**src/source/iopage_defs.svh**
```systemverilog
// I/O page constants
// device offsets within the 8 KB page, line clock rate and the clock vector

`ifndef IOPAGE_DEFS_SVH
`define IOPAGE_DEFS_SVH

// line clock status at 777546
`define LKS_OFFSET      13'h1F66

// switch and display register at 777570
`define SR_OFFSET       13'h1F78

// cpu error register at 777766
`define CPUERR_OFFSET   13'h1FF6

// processor status word at 777776
`define PSW_OFFSET      13'h1FFE

// at least 2 clk cycles per line clock tick
`define LINE_CLK_DIV    64

// line clock interrupt vector (100 octal)
`define CLK_VECTOR      8'h40

// read value with no device selected
`define NO_DEVICE_DATA  16'h0000

`endif

```
**src/source/iopage_pkg.sv**
```systemverilog
// I/O page types
// PSW layout and register bit positions shared by the devices

package iopage_pkg;

   // PSW by field from the msb down
   typedef struct packed
   {
      logic [1:0] cur_mode;
      logic [1:0] prev_mode;
      logic       reg_set;
      logic [2:0] reserved;
      logic [2:0] prio;
      logic       t;
      logic       n;
      logic       z;
      logic       v;
      logic       c;
   } psw_fields_t;

   // same word seen whole or by field
   typedef union packed
   {
      logic [15:0] raw;
      psw_fields_t fields;
   } psw_word_u;

   // line clock status bits
   localparam int LKS_MONITOR_BIT = 7;
   localparam int LKS_IE_BIT = 6;

   // cpu error register bits
   localparam int CPUERR_NXM_BIT = 5;
   localparam int CPUERR_UTO_BIT = 4;

endpackage

```
**src/source/iopage_bus_if.sv**
```systemverilog
// I/O page request bus
// carries the page offset, write data and strobes from the page to each device

`timescale 1ns/10ps

interface iopage_bus_if;

   logic [12:0] iopage_addr;
   logic [15:0] data_in;
   logic        iopage_rd;
   logic        iopage_wr;
   logic        iopage_byte_op;

   modport page
   (
      output iopage_addr,
      output data_in,
      output iopage_rd,
      output iopage_wr,
      output iopage_byte_op
   );

   modport device
   (
      input iopage_addr,
      input data_in,
      input iopage_rd,
      input iopage_wr,
      input iopage_byte_op
   );

endinterface

```
**src/source/clk_regs.sv**
```systemverilog
// line clock
// divides clk down to a periodic tick, holds LKS and raises the clock interrupt

`timescale 1ns/10ps
`include "iopage_defs.svh"

module clk_regs
   import iopage_pkg::*;
(
   input  logic               clk,
   input  logic               reset,
   iopage_bus_if.device       bus,
   output logic [15:0]        data_out,
   output logic               decode,
   output logic               interrupt_req,
   input  logic               interrupt_ack
);

   localparam int DIV_W = $clog2(`LINE_CLK_DIV);

   logic [DIV_W-1:0] div_count;
   logic             tick;
   logic             monitor;
   logic             ie;
   logic             hit;
   logic             lks_wr;

   // both status bits live in the low byte
   assign hit = (bus.iopage_addr[12:1] == 12'(`LKS_OFFSET >> 1));
   assign decode = hit & (bus.iopage_rd | bus.iopage_wr);
   assign lks_wr = hit & bus.iopage_wr & ~(bus.iopage_byte_op & bus.iopage_addr[0]);

   assign tick = (div_count == DIV_W'(`LINE_CLK_DIV - 1));

   always_ff @(posedge clk)
   begin
      if (reset)
         div_count <= '0;
      else if (tick)
         div_count <= '0;
      else
         div_count <= div_count + 1'b1;
   end

   always_ff @(posedge clk)
   begin
      if (reset)
      begin
         monitor <= 1'b0;
         ie <= 1'b0;
      end
      else
      begin
         if (lks_wr)
         begin
            ie <= bus.data_in[LKS_IE_BIT];
            if (!bus.data_in[LKS_MONITOR_BIT])
               monitor <= 1'b0;
         end
         // tick wins over a clearing write
         if (tick)
            monitor <= 1'b1;
      end
   end

   always_ff @(posedge clk)
   begin
      if (reset)
         interrupt_req <= 1'b0;
      else if (lks_wr && !bus.data_in[LKS_IE_BIT])
         interrupt_req <= 1'b0;
      else if (tick && ie)
         interrupt_req <= 1'b1;
      else if (interrupt_ack)
         interrupt_req <= 1'b0;
   end

   always_comb
   begin
      data_out = '0;
      data_out[LKS_MONITOR_BIT] = monitor;
      data_out[LKS_IE_BIT] = ie;
   end

endmodule

```
**src/source/sr_regs.sv**
```systemverilog
// switch, display and cpu error registers
// sticky bus and memory timeout flags, display loaded byte-wise

`timescale 1ns/10ps
`include "iopage_defs.svh"

module sr_regs
   import iopage_pkg::*;
(
   input  logic               clk,
   input  logic               reset,
   iopage_bus_if.device       bus,
   output logic [15:0]        data_out,
   output logic               decode,
   input  logic [15:0]        switches,
   input  logic               unibus_to,
   input  logic               memory_to,
   output logic [15:0]        display
);

   logic sr_hit;
   logic cpuerr_hit;
   logic uto_err;
   logic nxm_err;
   logic [15:0] cpuerr_word;

   assign sr_hit = (bus.iopage_addr[12:1] == 12'(`SR_OFFSET >> 1));
   assign cpuerr_hit = (bus.iopage_addr[12:1] == 12'(`CPUERR_OFFSET >> 1));
   assign decode = (sr_hit | cpuerr_hit) & (bus.iopage_rd | bus.iopage_wr);

   always_ff @(posedge clk)
   begin
      if (reset)
         display <= '0;
      else if (sr_hit && bus.iopage_wr)
      begin
         if (!bus.iopage_byte_op)
            display <= bus.data_in;
         else if (bus.iopage_addr[0])
            display[15:8] <= bus.data_in[15:8];
         else
            display[7:0] <= bus.data_in[7:0];
      end
   end

   // timeouts stick until software writes the register
   always_ff @(posedge clk)
   begin
      if (reset || (cpuerr_hit && bus.iopage_wr))
      begin
         uto_err <= 1'b0;
         nxm_err <= 1'b0;
      end
      else
      begin
         if (unibus_to)
            uto_err <= 1'b1;
         if (memory_to)
            nxm_err <= 1'b1;
      end
   end

   always_comb
   begin
      cpuerr_word = '0;
      cpuerr_word[CPUERR_UTO_BIT] = uto_err;
      cpuerr_word[CPUERR_NXM_BIT] = nxm_err;
   end

   assign data_out = sr_hit ? switches : cpuerr_word;

endmodule

```
**src/source/psw_regs.sv**
```systemverilog
// PSW window
// reads the processor status word and forms the masked word for an I/O page write

`timescale 1ns/10ps
`include "iopage_defs.svh"

module psw_regs
   import iopage_pkg::*;
(
   input  logic               clk,
   input  logic               reset,
   iopage_bus_if.device       bus,
   output logic [15:0]        data_out,
   output logic               decode,
   input  logic [15:0]        psw_in,
   output logic               psw_io_wr,
   output logic [15:0]        psw_wr_data
);

   logic      hit;
   psw_word_u cur_psw;
   psw_word_u merged;
   logic [15:0] last_wr;
   logic        wr_pending;

   assign hit = (bus.iopage_addr[12:1] == 12'(`PSW_OFFSET >> 1));
   assign decode = hit & (bus.iopage_rd | bus.iopage_wr);
   assign psw_io_wr = hit & bus.iopage_wr;

   assign cur_psw.raw = psw_in;

   always_comb
   begin
      merged.raw = psw_in;
      if (!bus.iopage_byte_op)
         merged.raw = bus.data_in;
      else if (bus.iopage_addr[0])
         merged.raw[15:8] = bus.data_in[15:8];
      else
         merged.raw[7:0] = bus.data_in[7:0];
      // T bit only changes by rti/rtt or a trap
      merged.fields.t = cur_psw.fields.t;
   end

   assign psw_wr_data = merged.raw;

   // bridges the cycle while the processor psw settles after the write edge
   always_ff @(posedge clk)
   begin
      if (reset)
         wr_pending <= 1'b0;
      else
         wr_pending <= psw_io_wr;
   end

   always_ff @(posedge clk)
   begin
      if (psw_io_wr)
         last_wr <= merged.raw;
   end

   // write cycle itself still reads the live psw
   assign data_out = wr_pending ? last_wr : psw_in;

endmodule

```
**src/source/iopage.sv**
```systemverilog
// I/O page
// decodes the page offset onto the register devices, muxes read data
// and merges device interrupt requests into an ipl mask and vector

`timescale 1ns/10ps
`include "iopage_defs.svh"

module iopage
(
   input  logic        clk,
   input  logic        reset,
   input  logic [21:0] address,
   input  logic [15:0] data_in,
   output logic [15:0] data_out,
   input  logic        iopage_rd,
   input  logic        iopage_wr,
   input  logic        iopage_byte_op,
   output logic        no_decode,
   output logic        interrupt,
   output logic [7:0]  interrupt_ipl,
   output logic [7:0]  vector,
   input  logic [7:0]  ack_ipl,
   input  logic [15:0] psw,
   output logic        psw_io_wr,
   output logic [15:0] psw_wr_data,
   input  logic [15:0] switches,
   output logic [15:0] display,
   input  logic        unibus_to,
   input  logic        memory_to
);

   logic [15:0] clk_data_out;
   logic [15:0] sr_data_out;
   logic [15:0] psw_data_out;
   logic        clk_decode;
   logic        sr_decode;
   logic        psw_decode;
   logic        good_decode;
   logic        clk_interrupt;

   iopage_bus_if bus ();

   // only the offset within the page matters to the devices
   assign bus.iopage_addr = address[12:0];
   assign bus.data_in = data_in;
   assign bus.iopage_rd = iopage_rd;
   assign bus.iopage_wr = iopage_wr;
   assign bus.iopage_byte_op = iopage_byte_op;

   clk_regs clk_regs0
   (
      .clk(clk),
      .reset(reset),
      .bus(bus.device),
      .data_out(clk_data_out),
      .decode(clk_decode),
      .interrupt_req(clk_interrupt),
      .interrupt_ack(ack_ipl[6])
   );

   sr_regs sr_regs0
   (
      .clk(clk),
      .reset(reset),
      .bus(bus.device),
      .data_out(sr_data_out),
      .decode(sr_decode),
      .switches(switches),
      .unibus_to(unibus_to),
      .memory_to(memory_to),
      .display(display)
   );

   psw_regs psw_regs0
   (
      .clk(clk),
      .reset(reset),
      .bus(bus.device),
      .data_out(psw_data_out),
      .decode(psw_decode),
      .psw_in(psw),
      .psw_io_wr(psw_io_wr),
      .psw_wr_data(psw_wr_data)
   );

   assign data_out = clk_decode ? clk_data_out :
                     sr_decode  ? sr_data_out :
                     psw_decode ? psw_data_out :
                     `NO_DEVICE_DATA;

   assign good_decode = clk_decode | sr_decode | psw_decode;
   assign no_decode = (iopage_rd | iopage_wr) & ~good_decode;

   // line clock sits at br6
   assign interrupt = clk_interrupt;
   assign interrupt_ipl = {1'b0, clk_interrupt, 6'b000000};

   // highest pending level supplies the vector
   assign vector = clk_interrupt ? `CLK_VECTOR : 8'h00;

endmodule

```
**config.mk**
```make
export PLATFORM = sky130hd
export DESIGN_NAME = iopage
export DESIGN_NICKNAME = d
export VERILOG_FILES = /design/src/source/iopage_pkg.sv /design/src/source/iopage_bus_if.sv /design/src/source/clk_regs.sv /design/src/source/sr_regs.sv /design/src/source/psw_regs.sv /design/src/source/iopage.sv
export VERILOG_INCLUDE_DIRS = /design/src /design/src/source
export SDC_FILE = /design/constraint.sdc
export NUM_CORES = 1
export LEC_CHECK = 0
export BUFFER_PORTS_ARGS = -buffer_cell sky130_fd_sc_hd__buf_2
export CAP_MARGIN = 5
export CORE_ASPECT_RATIO = 1.1
export CORE_MARGIN = 3
export CORE_UTILIZATION = 43
export CTS_BUF_LIST = sky130_fd_sc_hd__clkbuf_4 sky130_fd_sc_hd__clkbuf_8 sky130_fd_sc_hd__clkbuf_16
export CTS_CLUSTER_DIAMETER = 40
export DETAILED_ROUTE_END_ITERATION = 8
export GPL_ROUTABILITY_DRIVEN = 0
export MAX_ROUTING_LAYER = met4
export PLACE_DENSITY = 0.81
export SYNTH_ARGS = -nofsm -noshare
export SYNTH_HDL_FRONTEND = slang
export SYNTH_SLANG_ARGS = --single-unit
```
**constraint.sdc**
```tcl
create_clock -name clk -period 3.15 [get_ports clk]
set_input_delay 0 -clock clk [delete_from_list [all_inputs] [get_ports clk]]
set_output_delay 0 -clock clk [all_outputs]
set_load 0.01 [all_outputs]
```
==> results.json <==
{
  "wl_per_cell_um": 16.5,
  "ctsLongestPathBuffers": 2,
  "dieArea_um2": 6440,
  "drc": 0,
  "yosys_warnings": 0,
  "end_kind": "primary output",
  "routed_wl_mm": 7.35,
  "finalSetupTns_ps": 0,
  "finClkSkew_ps": 3.93,
  "post-route-min-period_ps": 1850,
  "worst_pin_slew_ps": 676,
  "cp.arrival_ps": 1850,
  "num_rows": 27,
  "cp_data_required_time_ps": 3150,
  "grt_overflow": 0,
  "core_um2": 5170,
  "antenna_found_initial": 0,
  "synth.area.mux_share_pct": 14.8,
  "area_growth_pct": 35.3,
  "die_width_um": 76.8,
  "p_per_area_nw_per_um2": 359,
  "max_stage_delay_ps": 660,
  "vdd_drop_max_v": 0.000305,
  "htreeDepth": 2,
  "antenna_left": 0,
  "insertion_delay_ps": 290,
  "top_usage_layer": "met2",
  "cap_violations": 0,
  "tritoncts": "done",
  "die_h_um": 83.9,
  "synth_xor_area_share_pct": 1.48,
  "fmax_mhz": 540,
  "start_util_pct": 45.9,
  "drive_gt1_share_pct": 40.9,
  "ys_ff_latch": 44,
  "cts_post_setup_buffers_inserted": 0,
  "synth_cells": 243,
  "dp_hpwl_mm": 5.30,
  "top_level_ports": 152,
  "cp-start-kind": "flop",
  "grt_use_total_pct": 22.5,
  "port_buffers": 121,
  "final_util_pct": 62.1,
  "cp_cell_sequence": "mux2_2 > a221oi_1 > nor2_1 > buf_2",
  "worstSetupPathType": "flop to primary output",
  "grt_max_degree": 28,
  "netlist_area_um2": 2370,
  "crit_path_top_delay_cell": "dfxtp_1",
  "clkSlewWorstSetupHoldPaths_ps": 80,
  "worst-path-max-fanout": 9,
  "synth_cell_types": 36,
  "synth_top_family_by_area": "simple AND/OR/NAND/NOR gates",
  "grt_util_met1_pct": 27.0,
  "slew_headroom_pct": 54.5,
  "hold_viol": 0,
  "num_vias": 2330,
  "drtPass1Iterations": 4,
  "grt_pass1_vias": 2267,
  "static-leakage-power_nw": 1.35,
  "finalNetCount": 457,
  "clock-sinks": 44,
  "synth_fa_ha_area_share_pct": 0.528,
  "synth-simple-area-share_pct": 15.5,
  "seq_area_frac_synth_pct": 43.9,
  "numCtsBuffers": 5,
  "rsz0062_at_grt": "false",
  "fin_crit_sh_pct": 58.8,
  "cts_root_buf": "clkbuf_8",
  "grt_pass1_wl_mm": 11.3,
  "viasPerCell": 5.25,
  "setup-violations-final": 0,
  "met3_usage_pct": 5.40,
  "outcome": "completed",
  "report.final.slew_viol_count": 0,
  "hold_class": "input pin to flop",
  "syn_avg_cell_area_um2": 9.76,
  "diodes": 0,
  "drt_iter0_drc": 109,
  "use_met2_pct": 38.0,
  "fill_cells": 455,
  "cts.repair.resized": 0,
  "synth_compound_area_share_pct": 15.1
}
==> synth_stat cells (all sizes together) <==
master / number / area share, %
dfxtp: 28 / 24
buf: 23 / 6.9
nand3: 22 / 4.6
a21oi: 21 / 4.4
o21ai: 21 / 4.4
mux2: 17 / 8.1
edfxtp: 16 / 20
mux2i: 16 / 6.8
o2bb2ai: 11 / 4.1
clkbuf: 9 / 1.4
nor2: 8 / 1.3
nor3: 7 / 1.7
nand2: 6 / 0.95
and3: 5 / 1.3
nand4: 4 / 1.1
and2: 3 / 1.0
nor2b: 3 / 0.79
xnor2: 3 / 1.1
a221oi: 2 / 0.74
and4: 2 / 0.74
nor3b: 2 / 0.63
nor4: 2 / 0.53
o21a: 2 / 0.63
o22ai: 2 / 0.53
or4: 2 / 0.63
conb: 1 / 0.16
ha: 1 / 0.53
inv: 1 / 0.16
nand2b: 1 / 0.26
o31ai: 1 / 0.32
xor2: 1 / 0.37
==> metrics by stage <==
step                total power, mW  instance area, um^2  cells  setup slack [ps]  hold WS [ps]
global route                   1.19                 3210    444              1200          9.58
global placement              0.757                 2940    419              1570           204
finish                         1.15                 3210    444              1300          14.5
detailed placement            0.761                 2940    419              1540           211
CTS                            1.15                 3210    444              1280          3.07
floorplan                     0.694                 2420    256               571          91.8
==> cell usage in the layout (no fill, tap or decap), drive strengths merged, types with 7 or more instances in the layout <==
| cell | n |
|---|---|
| nor3 | 7 |
| nand3 | 22 |
| clkbuf | 8 |
| dlygate4sd3 | 17 |
| o21ai | 21 |
| dfxtp | 28 |
| mux2 | 17 |
| mux2i | 16 |
| o2bb2ai | 11 |
| buf | 123 |
| nor2 | 8 |
| edfxtp | 16 |
| conb | 14 |
| a21oi | 21 |
==> critical path: cells and delay by family, from the launching register on <==
kind | cells | cell delay (ps)
AO/OA/AOI/OAI | 1 | 270
buffers and inverters | 1 | 140
flip-flops | 1 | 660
multiplexers | 1 | 400
AND/OR/NAND/NOR | 1 | 90
==> final cells by class <==
type | count | area [um^2] | area share, %
Clock buffer | 8 | 97.6 | 3.04
Inverter | 1 | 3.75 | 0.117
Multi-Input combinational cell | 179 | 1180 | 36.9
Sequential cell | 44 | 1040 | 32.4
Tap cell | 72 | 90.1 | 2.81
Timing Repair Buffer | 140 | 791 | 24.6
==> what timing repair did <==
| item | 4_1_cts | 5_1_grt |
|---|---|---|
| hold endpoints to repair | 17 | 0 |
| endpoints found under the setup margin | 0 | 0 |
| hold buffers | 17 | 0 |
==> flip-flops by register name, indices dropped and copies added, names as in the netlist <==
register	flops
sr_regs0.nxm_err	1
clk_regs0.div_count	6
clk_regs0.ie	1
clk_regs0.monitor	1
psw_regs0.wr_pending	1
psw_regs0.last_wr	16
sr_regs0.display	16
clk_regs0.interrupt_req	1
sr_regs0.uto_err	1
==> worst paths after layout <==
| kind | from | endpoint | slack [ps] | cells after the start |
|---|---|---|---|---|
| hold reg to reg | clk_regs0.div_count[0] | clk_regs0.div_count[0] | 470 | 1 |
| setup reg to reg | clk_regs0.div_count[0] | clk_regs0.interrupt_req | 1730 | 5 |
| hold / removal | data_in[1] | sr_regs0.display[1] | 10 | 3 |
| setup / recovery | psw_regs0.wr_pending | data_out[7] | 1300 | 4 |
==> cell families (layout without fill, tap and decap cells) <==
family / after synthesis / after routing
AOI/OAI and AO/OA: 60 / 60
xor gates and xnor gates: 4 / 4
adders and majority gates: 1 / 1
other: 1 / 14
and+or+nand+nor: 67 / 67
DFF: 44 / 44
muxes: 33 / 33
buffers and inverters: 33 / 149
==> where the power goes <==
part	total [mW]	switching, mW	internal [mW]
Combinational	0.170	0.0861	0.0839
Sequential	0.597	0.00317	0.594
Clock	0.383	0.187	0.196
Total	1.15	0.276	0.874
==> per-layer routing <==
metal  vias up  part of all wire [%]
met5         -                     0
met4         0                   1.4
met3        11                   7.5
met2       108                    50
met1      1081                    41
li1       1130                     -
No activity file was read; power rests on OpenSTA's default activity.
